`config.mk`:
```
export PLATFORM = sky130hd
export DESIGN_NAME = scalarExecUnit
export DESIGN_NICKNAME = d
export VERILOG_FILES = /design/src/rtl/execPkg.sv /design/src/rtl/execDecode.sv /design/src/rtl/loadStoreUnit.sv /design/src/rtl/scalarAlu.sv /design/src/rtl/scalarExecUnit.sv
export SDC_FILE = /design/constraint.sdc
export NUM_CORES = 1
export LEC_CHECK = 0
export ABC_AREA = 1
export BUFFER_PORTS_ARGS = -buffer_cell sky130_fd_sc_hd__buf_2
export CORE_UTILIZATION = 28
export DETAILED_ROUTE_END_ITERATION = 6
export GPL_TIMING_DRIVEN = 0
export SYNTH_ARGS = -nofsm -noshare
export SYNTH_HDL_FRONTEND = slang
export SYNTH_SLANG_ARGS = --single-unit
```
`constraint.sdc`:
```
create_clock -name clock -period 6.3 [get_ports clock]
set_input_delay 1.89 -clock clock [delete_from_list [all_inputs] [get_ports clock]]
set_output_delay 1.89 -clock clock [all_outputs]
set_load 0.05 [all_outputs]
```
`src/rtl/execPkg.sv`:
```
/*
 * Shared types of the scalar execution stage
 * Widths, opcode enums, command and write-back token structs,
 * memory request struct and the load/store FSM states
 */
`default_nettype none

package execPkg;

	localparam int DATA_W    = 32;
	localparam int REG_IDX_W = 5;
	localparam int ISSUE_W   = 8;

	typedef logic [DATA_W-1:0]    data_t;       // Operand and result word
	typedef logic [REG_IDX_W-1:0] regIdx_t;     // Register index
	typedef logic [ISSUE_W-1:0]   issueNo_t;    // Tag carried to write-back
	typedef logic [1:0]           opClass_t;

	typedef enum logic [1:0] {
		ALU   = 2'b00,
		RSVD1 = 2'b01,
		RSVD2 = 2'b10,
		MEM   = 2'b11
	} opType_e;

	typedef enum logic [2:0] {
		ADD   = 3'd0,
		SUB   = 3'd1,
		AND   = 3'd2,
		OR    = 3'd3,
		XOR   = 3'd4,
		SLL   = 3'd5,
		SRL   = 3'd6,
		CMPLT = 3'd7      // Signed compare into a predicate
	} aluOp_e;

	// Register move encoding under the ALU type
	localparam opClass_t   MOVE_CLASS = 2'd3;
	localparam logic [2:0] MOVE_PLAIN = 3'd1;
	localparam logic [2:0] MOVE_PRED  = 3'd2;

	typedef struct packed {
		logic       valid;
		opType_e    opType;
		opClass_t   opClass;
		logic [2:0] opCode;   // aluOp_e for ALU classes 0 to 2
		regIdx_t    dst;
		regIdx_t    src1;
		issueNo_t   issueNo;
		data_t      data1;
		data_t      data2;
		data_t      data3;    // Store value
	} command_t;

	typedef struct packed {
		logic     valid;
		regIdx_t  dst;
		issueNo_t issueNo;
	} wbToken_t;

	typedef struct packed {
		logic  valid;
		logic  write;
		data_t address;
		data_t writeData;
	} memReq_t;

	typedef enum logic [1:0] {
		IDLE    = 2'd0,
		REQUEST = 2'd1,
		ACCESS  = 2'd2,
		DONE    = 2'd3
	} lsuState_e;

endpackage

`default_nettype wire

```
`src/rtl/execDecode.sv`:
```
/*
 * Command classifier
 * One request per valid command towards ALU, move path or a load/store unit
 * Counts commands that match no path
 */
`timescale 1ns/10ps
`default_nettype none

module execDecode
	import execPkg::*;
(
	input  wire              clock,
	input  wire              reset,
	input  wire command_t    command,
	output logic             aluReq,
	output logic             moveReq,
	output logic [1:0]       lsuReq
);

	localparam int DROP_W = 16;

	logic              isAluType;
	logic              isMemType;
	logic              isMove;
	logic              moveCodeOk;
	logic              dropped;
	logic [DROP_W-1:0] droppedCount;   // Commands that matched no path

	//////////////////////////////////////////////////
	// Classification
	//////////////////////////////////////////////////

	assign isAluType = command.valid && (command.opType == ALU);
	assign isMemType = command.valid && (command.opType == MEM);

	// Class 3 under ALU is a register move
	assign isMove     = isAluType && (command.opClass == MOVE_CLASS);
	assign moveCodeOk = (command.opCode == MOVE_PLAIN) ||
	                    (command.opCode == MOVE_PRED);

	assign aluReq  = isAluType && !isMove;
	assign moveReq = isMove && moveCodeOk;

	// Low class bit picks the unit
	assign lsuReq[0] = isMemType && !command.opClass[0];   // Even unit
	assign lsuReq[1] = isMemType &&  command.opClass[0];   // Odd unit

	// Reserved types and unknown move codes
	assign dropped = command.valid && !(aluReq || moveReq || isMemType);

	//////////////////////////////////////////////////
	// Dropped-command counter
	//////////////////////////////////////////////////

	always_ff @(posedge clock) begin
		if (reset) begin
			droppedCount <= '0;
		end else if (dropped) begin
			droppedCount <= droppedCount + 1'b1;   // Wraps
		end
	end

endmodule

`default_nettype wire

```
`src/rtl/loadStoreUnit.sv`:
```
/*
 * Load/store unit
 * Command capture, address adder, request/grant/end-of-access FSM,
 * write-back token and load/store stall levels
 */
`timescale 1ns/10ps
`default_nettype none

module loadStoreUnit
	import execPkg::*;
(
	input  wire              clock,
	input  wire              reset,
	input  wire              lsuReq,
	input  wire command_t    command,
	input  wire              memReady,
	input  wire              memGrant,
	input  wire              endAccess,
	input  wire data_t       loadData,
	output memReq_t          memReq,
	output wbToken_t         wbToken,
	output data_t            wbData,
	output logic             done,
	output logic             loadStall,
	output logic             storeStall
);

	lsuState_e state;
	lsuState_e nextState;
	logic      capWrite;        // Captured access
	data_t     capAddress;
	data_t     capWriteData;
	regIdx_t   capDst;
	issueNo_t  capIssueNo;
	logic      busy;
	logic      reqValid;

	//////////////////////////////////////////////////
	// State machine
	//////////////////////////////////////////////////

	always_comb begin
		nextState = state;
		case (state)
			IDLE: begin
				if (lsuReq) begin
					nextState = REQUEST;
				end
			end
			REQUEST: begin
				if (reqValid && memGrant) begin
					nextState = ACCESS;
				end
			end
			ACCESS: begin
				if (endAccess) begin
					nextState = DONE;
				end
			end
			DONE: begin
				nextState = IDLE;   // Single done cycle
			end
			default: begin
				nextState = IDLE;
			end
		endcase
	end

	always_ff @(posedge clock) begin
		if (reset) begin
			state <= IDLE;
		end else begin
			state <= nextState;
		end
	end

	//////////////////////////////////////////////////
	// Command capture
	//////////////////////////////////////////////////

	always_ff @(posedge clock) begin
		if ((state == IDLE) && lsuReq) begin
			capWrite     <= command.opClass[1];             // Store direction
			capAddress   <= command.data1 + command.data2;
			capWriteData <= command.data3;
			capDst       <= command.dst;
			capIssueNo   <= command.issueNo;
		end
	end

	// Loaded word lands with end of access
	always_ff @(posedge clock) begin
		if ((state == ACCESS) && endAccess) begin
			wbData <= capWrite ? '0 : loadData;
		end
	end

	//////////////////////////////////////////////////
	// Outputs
	//////////////////////////////////////////////////

	// Request only while the port is ready
	assign reqValid = (state == REQUEST) && memReady;

	assign memReq = '{
		valid:     reqValid,
		write:     capWrite,
		address:   capAddress,
		writeData: capWriteData
	};

	assign wbToken = '{valid: (state == DONE), dst: capDst, issueNo: capIssueNo};
	assign done    = wbToken.valid;

	assign busy       = (state != IDLE);
	assign loadStall  = busy && !capWrite;
	assign storeStall = busy &&  capWrite;

endmodule

`default_nettype wire

```
`src/rtl/scalarAlu.sv`:
```
/*
 * Two-stage scalar ALU with predicate registers
 * One-cycle register move path, plain or from a predicate
 */
`timescale 1ns/10ps
`default_nettype none

module scalarAlu
	import execPkg::*;
#(
	parameter int PRED_COUNT = 2
)(
	input  wire              clock,
	input  wire              reset,
	input  wire              stall,
	input  wire              aluReq,
	input  wire              moveReq,
	input  wire command_t    command,
	output wbToken_t         aluToken,
	output data_t            aluData,
	output logic             aluDone,
	output wbToken_t         moveToken,
	output data_t            moveData,
	output logic             moveDone
);

	localparam int PRED_IDX_W = (PRED_COUNT > 1) ? $clog2(PRED_COUNT) : 1;

	typedef struct packed {
		aluOp_e   op;
		regIdx_t  dst;
		issueNo_t issueNo;
		data_t    data1;
		data_t    data2;
	} aluStage_t;

	logic                  s1Valid;
	aluStage_t             s1;
	data_t                 result;
	logic                  lessThan;
	logic [PRED_COUNT-1:0] predReg;
	logic                  predBit;

	//////////////////////////////////////////////////
	// Stage one, operand capture
	//////////////////////////////////////////////////

	always_ff @(posedge clock) begin
		if (reset) begin
			s1Valid <= 1'b0;
		end else if (!stall) begin
			s1Valid <= aluReq;
		end
	end

	always_ff @(posedge clock) begin
		if (!stall) begin
			s1.op      <= aluOp_e'(command.opCode);
			s1.dst     <= command.dst;
			s1.issueNo <= command.issueNo;
			s1.data1   <= command.data1;
			s1.data2   <= command.data2;
		end
	end

	//////////////////////////////////////////////////
	// Stage two, compute and write-back
	//////////////////////////////////////////////////

	assign lessThan = $signed(s1.data1) < $signed(s1.data2);

	always_comb begin
		case (s1.op)
			ADD:     result = s1.data1 + s1.data2;
			SUB:     result = s1.data1 - s1.data2;
			AND:     result = s1.data1 & s1.data2;
			OR:      result = s1.data1 | s1.data2;
			XOR:     result = s1.data1 ^ s1.data2;
			SLL:     result = s1.data1 << s1.data2[4:0];
			SRL:     result = s1.data1 >> s1.data2[4:0];
			CMPLT:   result = {{(DATA_W-1){1'b0}}, lessThan};
			default: result = '0;
		endcase
	end

	always_ff @(posedge clock) begin
		if (reset) begin
			aluToken <= '0;
			predReg  <= '0;
		end else if (!stall) begin
			aluToken <= '{valid: s1Valid, dst: s1.dst, issueNo: s1.issueNo};
			if (s1Valid && (s1.op == CMPLT)) begin
				predReg[s1.dst[PRED_IDX_W-1:0]] <= lessThan;   // Compare bit
			end
		end
	end

	always_ff @(posedge clock) begin
		if (!stall) begin
			aluData <= result;
		end
	end

	assign aluDone = aluToken.valid;

	//////////////////////////////////////////////////
	// Move path
	//////////////////////////////////////////////////

	assign predBit = predReg[command.src1[PRED_IDX_W-1:0]];

	always_ff @(posedge clock) begin
		if (reset) begin
			moveToken <= '0;
		end else begin
			moveToken <= '{valid: moveReq, dst: command.dst, issueNo: command.issueNo};
		end
	end

	always_ff @(posedge clock) begin
		// Decode only passes codes 1 and 2
		if (command.opCode == MOVE_PRED) begin
			moveData <= {{(DATA_W-1){1'b0}}, predBit};
		end else begin
			moveData <= command.data1;
		end
	end

	assign moveDone = moveToken.valid;

endmodule

`default_nettype wire

```
`src/rtl/scalarExecUnit.sv`:
```
/*
 * Scalar execution stage top
 * Decode, ALU with move path, even and odd load/store units
 */
`timescale 1ns/10ps
`default_nettype none

module scalarExecUnit
	import execPkg::*;
#(
	parameter int PRED_COUNT = 2
)(
	input  wire              clock,
	input  wire              reset,
	input  wire              stall,          // Freezes the ALU pipeline
	input  wire command_t    command,
	output memReq_t          memReq0,
	output memReq_t          memReq1,
	input  wire [1:0]        memReady,
	input  wire [1:0]        memGrant,
	input  wire [1:0]        endAccess,
	input  wire data_t       loadData0,
	input  wire data_t       loadData1,
	output wbToken_t         aluToken,
	output wbToken_t         moveToken,
	output wbToken_t         lsu0Token,
	output wbToken_t         lsu1Token,
	output data_t            aluData,
	output data_t            moveData,
	output data_t            lsu0Data,
	output data_t            lsu1Data,
	output logic             aluDone,
	output logic             moveDone,
	output logic             lsu0Done,
	output logic             lsu1Done,
	output logic             loadStall,
	output logic             storeStall
);

	logic       aluReq;
	logic       moveReq;
	logic [1:0] lsuReq;
	logic [1:0] unitLoadStall;
	logic [1:0] unitStoreStall;

	execDecode decodeUnit (
		.clock   (clock),
		.reset   (reset),
		.command (command),
		.aluReq  (aluReq),
		.moveReq (moveReq),
		.lsuReq  (lsuReq)
	);

	scalarAlu #(
		.PRED_COUNT (PRED_COUNT)
	) aluUnit (
		.clock     (clock),
		.reset     (reset),
		.stall     (stall),
		.aluReq    (aluReq),
		.moveReq   (moveReq),
		.command   (command),
		.aluToken  (aluToken),
		.aluData   (aluData),
		.aluDone   (aluDone),
		.moveToken (moveToken),
		.moveData  (moveData),
		.moveDone  (moveDone)
	);

	//////////////////////////////////////////////////
	// Load/store units
	//////////////////////////////////////////////////

	loadStoreUnit lsuEven (
		.clock      (clock),
		.reset      (reset),
		.lsuReq     (lsuReq[0]),
		.command    (command),
		.memReady   (memReady[0]),
		.memGrant   (memGrant[0]),
		.endAccess  (endAccess[0]),
		.loadData   (loadData0),
		.memReq     (memReq0),
		.wbToken    (lsu0Token),
		.wbData     (lsu0Data),
		.done       (lsu0Done),
		.loadStall  (unitLoadStall[0]),
		.storeStall (unitStoreStall[0])
	);

	loadStoreUnit lsuOdd (
		.clock      (clock),
		.reset      (reset),
		.lsuReq     (lsuReq[1]),
		.command    (command),
		.memReady   (memReady[1]),
		.memGrant   (memGrant[1]),
		.endAccess  (endAccess[1]),
		.loadData   (loadData1),
		.memReq     (memReq1),
		.wbToken    (lsu1Token),
		.wbData     (lsu1Data),
		.done       (lsu1Done),
		.loadStall  (unitLoadStall[1]),
		.storeStall (unitStoreStall[1])
	);

	// Either unit busy stalls the issuer
	assign loadStall  = |unitLoadStall;
	assign storeStall = |unitStoreStall;

endmodule

`default_nettype wire

```
* After elaboration in Yosys (flattened, before gate mapping) *
Index checks and enable logic that the tools add are counted.

cells by class
  equality and inequality tests = 23
  $lt $le $gt $ge = 4
  bitwise operators = 4
  shift-type cells = 2
  add/subtract/negate cells = 3
  mux-type cells = 15
  reduce and logical (&&, ||, !) cells = 37

operators with widths
  operator                                                                number
  32-bit one-hot mux with 8 select lines                                  1
  32-bit adder                                                            2
  32-bit AND                                                              1
  32-bit < comparator                                                     1
  32-bit bitwise OR                                                       1
  32-bit by 5-bit << shifter with 32-bit output                           1
  32-bit by 5-bit right shift with 32-bit output                          1
  32-bit subtractor                                                       1
  32-bit XOR                                                              1
  1-bit logical AND                                                       21
  2-bit one-hot mux with 4 select lines                                   2
  2-bit equality test (second input constant)                             6
  3-bit equality test (second input constant)                             4
  2-bit 2-to-1 mux                                                        6
  3-bit by 2-bit equality test with 1-bit output (second input constant)  3
  2-bit by 1-bit != test with 1-bit output (second input constant)        4
  3-bit by 1-bit equality test with 1-bit output (second input constant)  2
  2-bit logical NOT                                                       3
  3-bit AND reduction                                                     2
  2-bit by 1-bit equality test with 1-bit output (second input constant)  2
  1-bit logical NOT                                                       4
  1-bit by 2-bit < comparator with 1-bit output (second input constant)   2
  1-bit 2-to-1 mux                                                        4
  2-bit != test (second input constant)                                   2
  9 further kinds                                                         11

storage, ports and cells
  word-level logic and storage cells = 118
  input port bits = 195
  output and inout port bits = 322
  flip-flop bits (word level) = 399

* Logic depth before layout (Yosys ltp) *
Gate-level depths: netlist of run 1.

  depth in word-level cells = 5
  gate-level depth with buffers = 17
  gate-level depth less buffers = 16

* Hierarchy *
Synthesis of run 1 repeated with hierarchy kept, for this count alone.

unflattened totals
  cell total of the unflattened synthesis = 3639
  area total of the unflattened synthesis = 27009.7 um^2

modules (own cells, without submodules)
  module          area an instance (um^2)  cells an instance  sequential area each (um^2)  times used
  scalarAlu       14630.3                  2215               4624.4                       1
  loadStoreUnit   6145.9                   701                3343.2                       2
  execDecode      65.1                     16                 0.0                          1
  scalarExecUnit  22.5                     6                  0.0                          1

* Least setup slack after synthesis of run 1 *
No wires, ideal clock.

  kind = input port to flip-flop
  from = input command[117] in the netlist's numbering
  to = register lsuEven.capAddress[0] (enable)
  setup time = 0.515 ns
  buffers on the path = 0
  arrival = 5.281 ns
  stages = 3
  path slack = 0.504 ns
  cells stage by stage = inv_1 nand4_1 nor2_1

between the ends
  longest elaborated chain between the ends = 3

ends and longest elaborated chain
  what                  line                  text
  from (decl)           scalarExecUnit.sv:16  input wire command_t command,
  1-bit logical NOT     execDecode.sv:45      assign lsuReq[0] = isMemType && !command.opClass[0];
  1-bit logical AND     execDecode.sv:45
  1-bit logical AND     loadStoreUnit.sv:82   if ((state == IDLE) && lsuReq) begin
  to (signal assigned)  loadStoreUnit.sv:84   capAddress <= command.data1 + command.data2;
  to (decl)             loadStoreUnit.sv:31   data_t capAddress;

Every way passes these cells.
A chain may end at the register's enable or synchronous reset.

* Worst setup path in the final report of run 1 *
  from = input memReady[0]
  to = output memReq0[65] in the netlist's numbering

between the ends
  longest elaborated chain between the ends = 1

ends and longest elaborated chain
  what               line                  text
  from (decl)        scalarExecUnit.sv:19  input wire [1:0] memReady,
  1-bit logical AND  loadStoreUnit.sv:103  assign reqValid = (state == REQUEST) && memReady;
  to (decl)          scalarExecUnit.sv:17  output memReq_t memReq0,

Every way passes these cells.

==> impl_results.md, run 1 <==
- Tmin final: 4.30 ns
- Fin nets: 3870
- Antenna Nets Post-Route: 0
- Leakage: 14.2 nW
- Worst-path clk slew: 0.06 ns
- Routed WL: 104 mm
- Die Span Y: 295 um
- Hold-fix buffers, CTS: 0
- Pins Over Slew Limit: 0
- Reg2reg setup slack: 2.49 ns
- CP Data Arrival Time: 2.41 ns
- Setup WS post-layout: 2.00 ns
- Max rail drop VDD: 0.230 mV
- Core Area: 85100 sq um
- H-tree level count: 2
- Yosys cell types: 57
- Period utilisation layout: 68.2%
- Ports: 517
- TritonCTS clock tree: done
- Vias: 23300
- Post-synth top area share: 41.4%
- Pre-CTS setup slack: 1.68 ns
- Drt drc: 0
- Post-synthesis area per instance: 8.10 sq um
- First-pass GRT wire length: 146 mm
- CP endpoint kind: output port
- RSZ-0062 raised after global routing: false
- PD cells: 288 nW/um^2
- Max Fclk: 0.233 GHz
- Synth warnings: 0
- Max-Cap Viols: 0
- Cts repair resizes: 0
- Crit path launch type: input pin
- Clock Tree Root: clkbuf_16
- TritonCTS buffer count: 44
- Initial DRC Count: 2232
- Final instance area: 29700 sq um
- Placer's final routability congestion estimate: 1.07
- Crit Path Category: in -> out
- EDFF count, synth: 332
- Die Width: 295 um
- Post-CTS setup buffers: 0
- Area grow syn2layout: 23.5%
- Status: completed
- Net Count, Synth: 3306
- Vias/cell: 4.94
- Placed Area: 28200 sq um
- Pre-Repair DR Iteration Count: 7
- Fin util: 34.9%
- Seq/Total Area, Yosys: 47.0%
- FFs w/ async S/R, synth: 0%
- # setup viols final: 0
- CP max FO: 2
- Largest net degree at the start of global routing: 42
- Sink Count: 399
- Synth Flop Type: edfxtp_1
- Die area: 87200 sq um
- Worst slew margin: 12.4%
- Initial Util: 28.3%
- Latest clock arrival within the worst-skew pair: 0.60 ns
- Initial antenna violation count: 5
- Dpl hpwl: 85.1 mm
- Fraction of layout cells with a size suffix above 1: 19.8%
- Flops & latches, synth: 399
- Core Rows: 107
- Total Routing Usage GR: 23.0%
- Worst Tran Pin Value: 1.31 ns
- PortBufs: 511
- CP required: 4.41 ns
- Worst hold path type: reg -> reg
- Worst clock skew: 0.0189 ns
- Most frequent cell after synthesis: nand2_1
- Synth Cell Area: 24100 sq um
- Max clock buf depth: 3
- Wire per inst: 22.2 um
- Synth area leader: edfxtp_1
- Vias in the first global route: 22200
- Final hold vios: 0
- Grt ovf: 0
- Ranking of synthesized cells by area: edfxtp_1 41%, nand2_1 10%, ha_1 7.1%, nand3_1 7.0%, inv_1 6.7%
- Post-Syn Instances: 2972
- Synth top cells by count: 673 x nand2_1, 432 x inv_1, 336 x nand3_1, 332 x edfxtp_1, 319 x nor2_1
state kept, by name, summed over array words and instances (netlist names), 2 cells and up:
name,flops
lsuEven.wbData,32
lsuOdd.wbData,32
lsuOdd.capAddress,32
lsuOdd.capWriteData,32
lsuEven.capIssueNo,8
aluUnit.predReg,2
aluUnit.moveToken,13
aluUnit.aluToken,13
lsuEven.capDst,5
lsuEven.state,2
aluUnit.moveData,32
lsuEven.capAddress,32
lsuOdd.capDst,5
aluUnit.s1,80
lsuOdd.state,2
lsuOdd.capIssueNo,8
aluUnit.aluData,32
lsuEven.capWriteData,32
worst max-delay path: stages:
cell and delay [ns]:
buf_2 0.09, nand2_1 0.05, inv_1 0.05, buf_4 0.09, buf_2 0.25
report_power, final:
| part | total (mW) | internal (mW) | switching, mW |
|---|---|---|---|
| Combinational | 2.66 | 0.666 | 1.99 |
| Sequential | 3.25 | 3.13 | 0.119 |
| Clock | 2.65 | 1.52 | 1.13 |
| Total | 8.55 | 5.31 | 3.24 |
path summary, 6_finish.rpt:
path / cells past startpoint / to / start
setup / recovery: 5 / memReq0[65] / memReady[0]
hold / removal: 2 / aluUnit.aluToken[1] / aluUnit.aluToken[1]
setup reg to reg: 15 / aluUnit.aluData[0] / aluUnit.s1[2]
hold reg to reg: 2 / aluUnit.aluToken[1] / aluUnit.aluToken[1]
through the flow:
step | total power, mW | std cells | setup TNS [ns] | hold slack [ns]
final | 8.55 | 4716 | 0 | 0.474
after floorplan | 5.03 | 2972 | 0 | 0.454
after detailed placement | 5.91 | 4634 | 0 | 0.466
after global placement | 5.90 | 4627 | -419.75 | 0.459
after CTS | 8.58 | 4715 | 0 | 0.479
after global routing | 8.90 | 4715 | 0 | 0.500
kinds of logic (layout without fill, tap and decap cells):
logic type      after synthesis  after routing  synth area share, %
buf+inv                     566           1165                 9.63
xor+xnor                     33             33                 1.20
simple gates               1424           1424                 25.0
other cells                   0              1                    0
fa+ha+maj                   139            139                 7.32
mux                           1              1               0.0416
compound gates              410            410                 9.86
flops                       399            399                 47.0
area by class of cell:
| cell class | count | area, sq um |
|---|---|---|
| antenna | 1 | 2.50 |
| buffer | 117 | 632 |
| clock buffer | 64 | 1280 |
| clock inverter | 17 | 230 |
| fill | 9082 | 55400 |
| inverter | 449 | 1690 |
| multi-input combinational | 2007 | 10500 |
| sequential | 399 | 11300 |
| tap | 1144 | 1430 |
| timing repair buffer | 518 | 2700 |
routing by layer:
metal | GRT usage, % | wire (um) | vias to the layer above
met2 | 37.2 | 47700 | 1149
met5 | 0 | 0 | -
met1 | 30.0 | 43900 | 11000
met4 | 8.99 | 3910 | 0
li1 | - | - | 10900
met3 | 4.62 | 9020 | 188
cells in the final DEF, fill, tap and decap left out, types with 14 or more instances in the layout:
| cell type | count |
|---|---|
| a21oi_1 | 163 |
| inv_2 | 14 |
| nand4_1 | 36 |
| clkbuf_16 | 45 |
| buf_4 | 17 |
| dfxtp_1 | 67 |
| buf_2 | 553 |
| o21ai_1 | 22 |
| o21bai_1 | 19 |
| buf_1 | 16 |
| nor2_1 | 317 |
| o21ai_0 | 107 |
| o22ai_1 | 16 |
| xor2_1 | 24 |
| o21a_1 | 17 |
| ha_1 | 136 |
| edfxtp_1 | 332 |
| clkbuf_1 | 42 |
| nand2_1 | 673 |
| nor3_1 | 19 |
| o211ai_1 | 23 |
| nand3_1 | 336 |
| inv_1 | 432 |
Note: power is estimated with default switching activity, not from simulation.
==> run 2: changes to the inputs <==
ABC_AREA = 0   (was 1)
clock period = 3.9 ns   (was 6.3 ns; I/O delays follow)
==> run 2 against run 1 <==
Effect of this change: the run now ends with negative setup slack left; clock skew up 0.011 ns; critical path depth up 3; critical path type is now reg -> reg; largest cell class unchanged; sequential share of layout area up 0.15 points; synthesized cell count down 31%.
==> impl_results.md, run 2 <==
- Status: complete, but fails checks
- Violated checks: negative setup slack
- RSZ-0062 raised after global routing: true
- CP max FO: 10 (+8)
- CP required: 4.17 ns (-0.24 ns)
- CP endpoint kind: register
- Worst slew margin: 15.6% (+3.2 points)
- Worst hold start: aluUnit.s1[73]
- Hold-fix buffers, CTS: 0 (unchanged)
- Vias/cell: 5.38 (+9.0%)
- Worst Tran Pin Value: 1.25 ns (-0.0586 ns)
- Antenna Nets Post-Route: 0 (unchanged)
- Max-Cap Viols: 0 (unchanged)
- Reg2reg setup slack: -0.08 ns (-2.57 ns)
- Worst-path clk slew: 0.06 ns (about the same)
- Pins Over Slew Limit: 0 (unchanged)
- Fin nets: 3012 (-22%)
- Layout Cells excl Fill: 3776 (-20%)
- First-pass GRT wire length: 136 mm (-6.6%)
- Wire per inst: 25.8 um (+17%)
- Latest clock arrival within the worst-skew pair: 0.62 ns (+0.02 ns)
- Largest net degree at the start of global routing: 45 (+7.1%)
- Net Count, Synth: 2384 (-28%)
- Flops & latches, synth: 399 (unchanged)
- Grt ovf: 0 (unchanged)
- Post-synthesis area per instance: 11.1 sq um (+37%)
- Setup WS post-layout: -0.0815 ns (-2.08 ns)
- Initial DRC Count: 2201 (-1.4%)
- FILL cells: 8107 (-11%)
- Hold depth: 2 (unchanged)
- Core Rows: 104 (-2.8%)
- Synth top cells by count: 332 x edfxtp_1, 174 x nor2_1, 136 x ha_1, 127 x a21oi_1, 120 x nor2b_1
- Die Width: 287 um (-2.9%)
- Top reg by flops: aluUnit.s1
- # setup viols final: 1 (+1)
- Reg2Reg Depth: 8 (-7)
- Pre-Repair DR Iteration Count: 5 (-2)
- Vias: 20300 (-13%)
- Worst clock skew: 0.0301 ns (+0.0112 ns)
- EDFF count, synth: 332 (unchanged)
- Max clock buf depth: 3 (unchanged)
- Most frequent cells in the layout: 523 x buf_2, 332 x edfxtp_1, 168 x nor2_1
- Initial Util: 28.2% (-0.036 points)
- Core Area: 80400 sq um (-5.6%)
- TritonCTS clock tree: done
- Crit Path Category: reg -> reg
- Post-synth top area share: 43.9% (+2.5 points)
- Area grow syn2layout: 30.4%
- Most common cell after layout, fill and taps aside: buf_2
- Post-Syn Instances: 2050 (-31%)
- FFs w/ async S/R, synth: 0% (unchanged)
- Seq/Total Area, Yosys: 49.8% (+2.8 points)
- Placer's final routability congestion estimate: 1.02 (-4.2%)
- TritonCTS buffer count: 46 (+4.5%)
- Setup_tns: -0.0815 ns (-0.0815 ns)
- Crit path from: aluUnit.s1[79]
- Synth area leader: edfxtp_1
- Ports: 517 (unchanged)
- Drt drc: 0 (unchanged)
- Period utilisation layout: 102%
- Tmin final: 3.98 ns
- Synth Flop Type: edfxtp_1
- Ranking of synthesized cells by area: edfxtp_1 44%, ha_1 7.5%, dfxtp_1 5.9%, mux4_2 3.4%, nor2b_1 3.3%
- RR Startpoint: aluUnit.s1[79]
- Pre-CTS setup slack: -2.51 ns (-4.19 ns)
- Most frequent cell after synthesis: edfxtp_1
- CP Data Arrival Time: 4.25 ns (+1.84 ns)
- Worst hold path type: reg -> reg
- Total Routing Usage GR: 22.8% (-0.24 points)
- Crit Reg-Reg Endpoint: aluUnit.aluData[13]
- Routed WL: 97.5 mm (-6.7%)
- Max rail drop VDD: 0.332 mV (+44%)
- Max Fclk: 0.251 GHz
- Synth warnings: 0 (unchanged)
- Dpl hpwl: 76.9 mm (-9.7%)
- Clock Tree Root: clkbuf_16
- Worst Hold End: aluUnit.aluToken[9]
- Synth Cell Area: 22700 sq um (-5.7%)
- Crit path launch type: register
- Sink Count: 399 (unchanged)
- Placed insts: 3628 (-22%)
- Fraction of layout cells with a size suffix above 1: 32.2% (+12 points)
- PD cells: 470 nW/um^2 (+63%)
- Die area: 82300 sq um (-5.6%)
- Yosys cell types: 88 (+54%)
- Leakage: 12.1 nW (-15%)
- Vias in the first global route: 19000 (-14%)
- Number of flip-flops in the largest register: 80 (unchanged)
- Die Span Y: 287 um (-2.9%)
- H-tree level count: 2 (unchanged)
- Final hold vios: 0 (unchanged)
- Initial antenna violation count: 19 (+14)
- PortBufs: 510 (-0.20%)
run 2: repair_timing:
item / 4_1_cts / 5_1_grt
buffers inserted: 32 / 33
setup endpoints to repair: 38 / 32
gates cloned: 1 / 0
gates resized for setup: 106 / 56
pin swaps: 25 / 33
run 2: routing by layer:
layer | track usage [%] | part of all wire (%)
met5 | 0 | 0.047
met4 | 7.07 | 3.4
met3 | 4.63 | 8.6
met2 | 35.0 | 44
met1 | 32.0 | 44
run 2: how the worst max path moves through the flow:
| stage | cells past startpoint | slack, ns | end |
|---|---|---|---|
| 3_3_place_gp | 14 | -2.66 | aluUnit.aluData[0] |
| 2_1_floorplan | 15 | 0.03 | aluUnit.aluData[29] |
| 6_report | 8 | -0.08 | aluUnit.aluData[13] |
| 3_5_place_dp | 14 | -2.51 | aluUnit.aluData[0] |
| 4_1_cts | 13 | -0.004 | aluUnit.aluData[0] |
| 5_1_grt | 16 | -0.02 | aluUnit.aluData[0] |
run 2: area by class of cell:
class | instances | area, sq um | area share [%]
repair buffers | 584 | 3220 | 10.9
plain buffers | 120 | 795 | 2.68
well taps | 1060 | 1330 | 4.48
multi-input cells | 1408 | 10900 | 36.7
flip-flops and latches | 399 | 11300 | 38.2
inverters | 119 | 479 | 1.62
diodes | 1 | 2.50 | 0.00845
clock inverters | 29 | 378 | 1.28
clock buffers | 56 | 1240 | 4.18
run 2: critical path, cell delays in order, from the launching register on:
cell and delay [ns]:
edfxtp_1 0.32, clkbuf_1 0.47, inv_1 0.18, nand3_1 0.47, clkbuf_1 0.59, clkbuf_1 0.57
o22ai_1 0.23, a221oi_1 0.53, nand3_1 0.29
run 2: where the power goes:
group	switching (mW)	internal [mW]
logic	2.89	1.35
registers	0.190	4.98
clock network	1.88	2.64
run 2: metrics by stage:
step	cell area (sq um)	utilization, %	hold WS [ns]	total power, mW
CTS	29100	36.2	0.480	13.9
global placement	26600	33.1	0.460	9.07
global route	29600	36.8	0.513	14.4
detailed placement	26800	33.3	0.468	9.07
finish	29600	36.8	0.473	13.9
floorplan	22700	-	0.453	7.73
run 2: cells by family after synthesis:
kind of cell | Yosys count | synth area share (%)
AOI/OAI and AO/OA | 564 | 17.0
and+or+nand+nor | 550 | 12.0
DFF | 399 | 49.8
buffers and inverters | 243 | 4.92
adders and majority gates | 139 | 7.76
muxes | 120 | 7.24
xor gates and xnor gates | 35 | 1.35
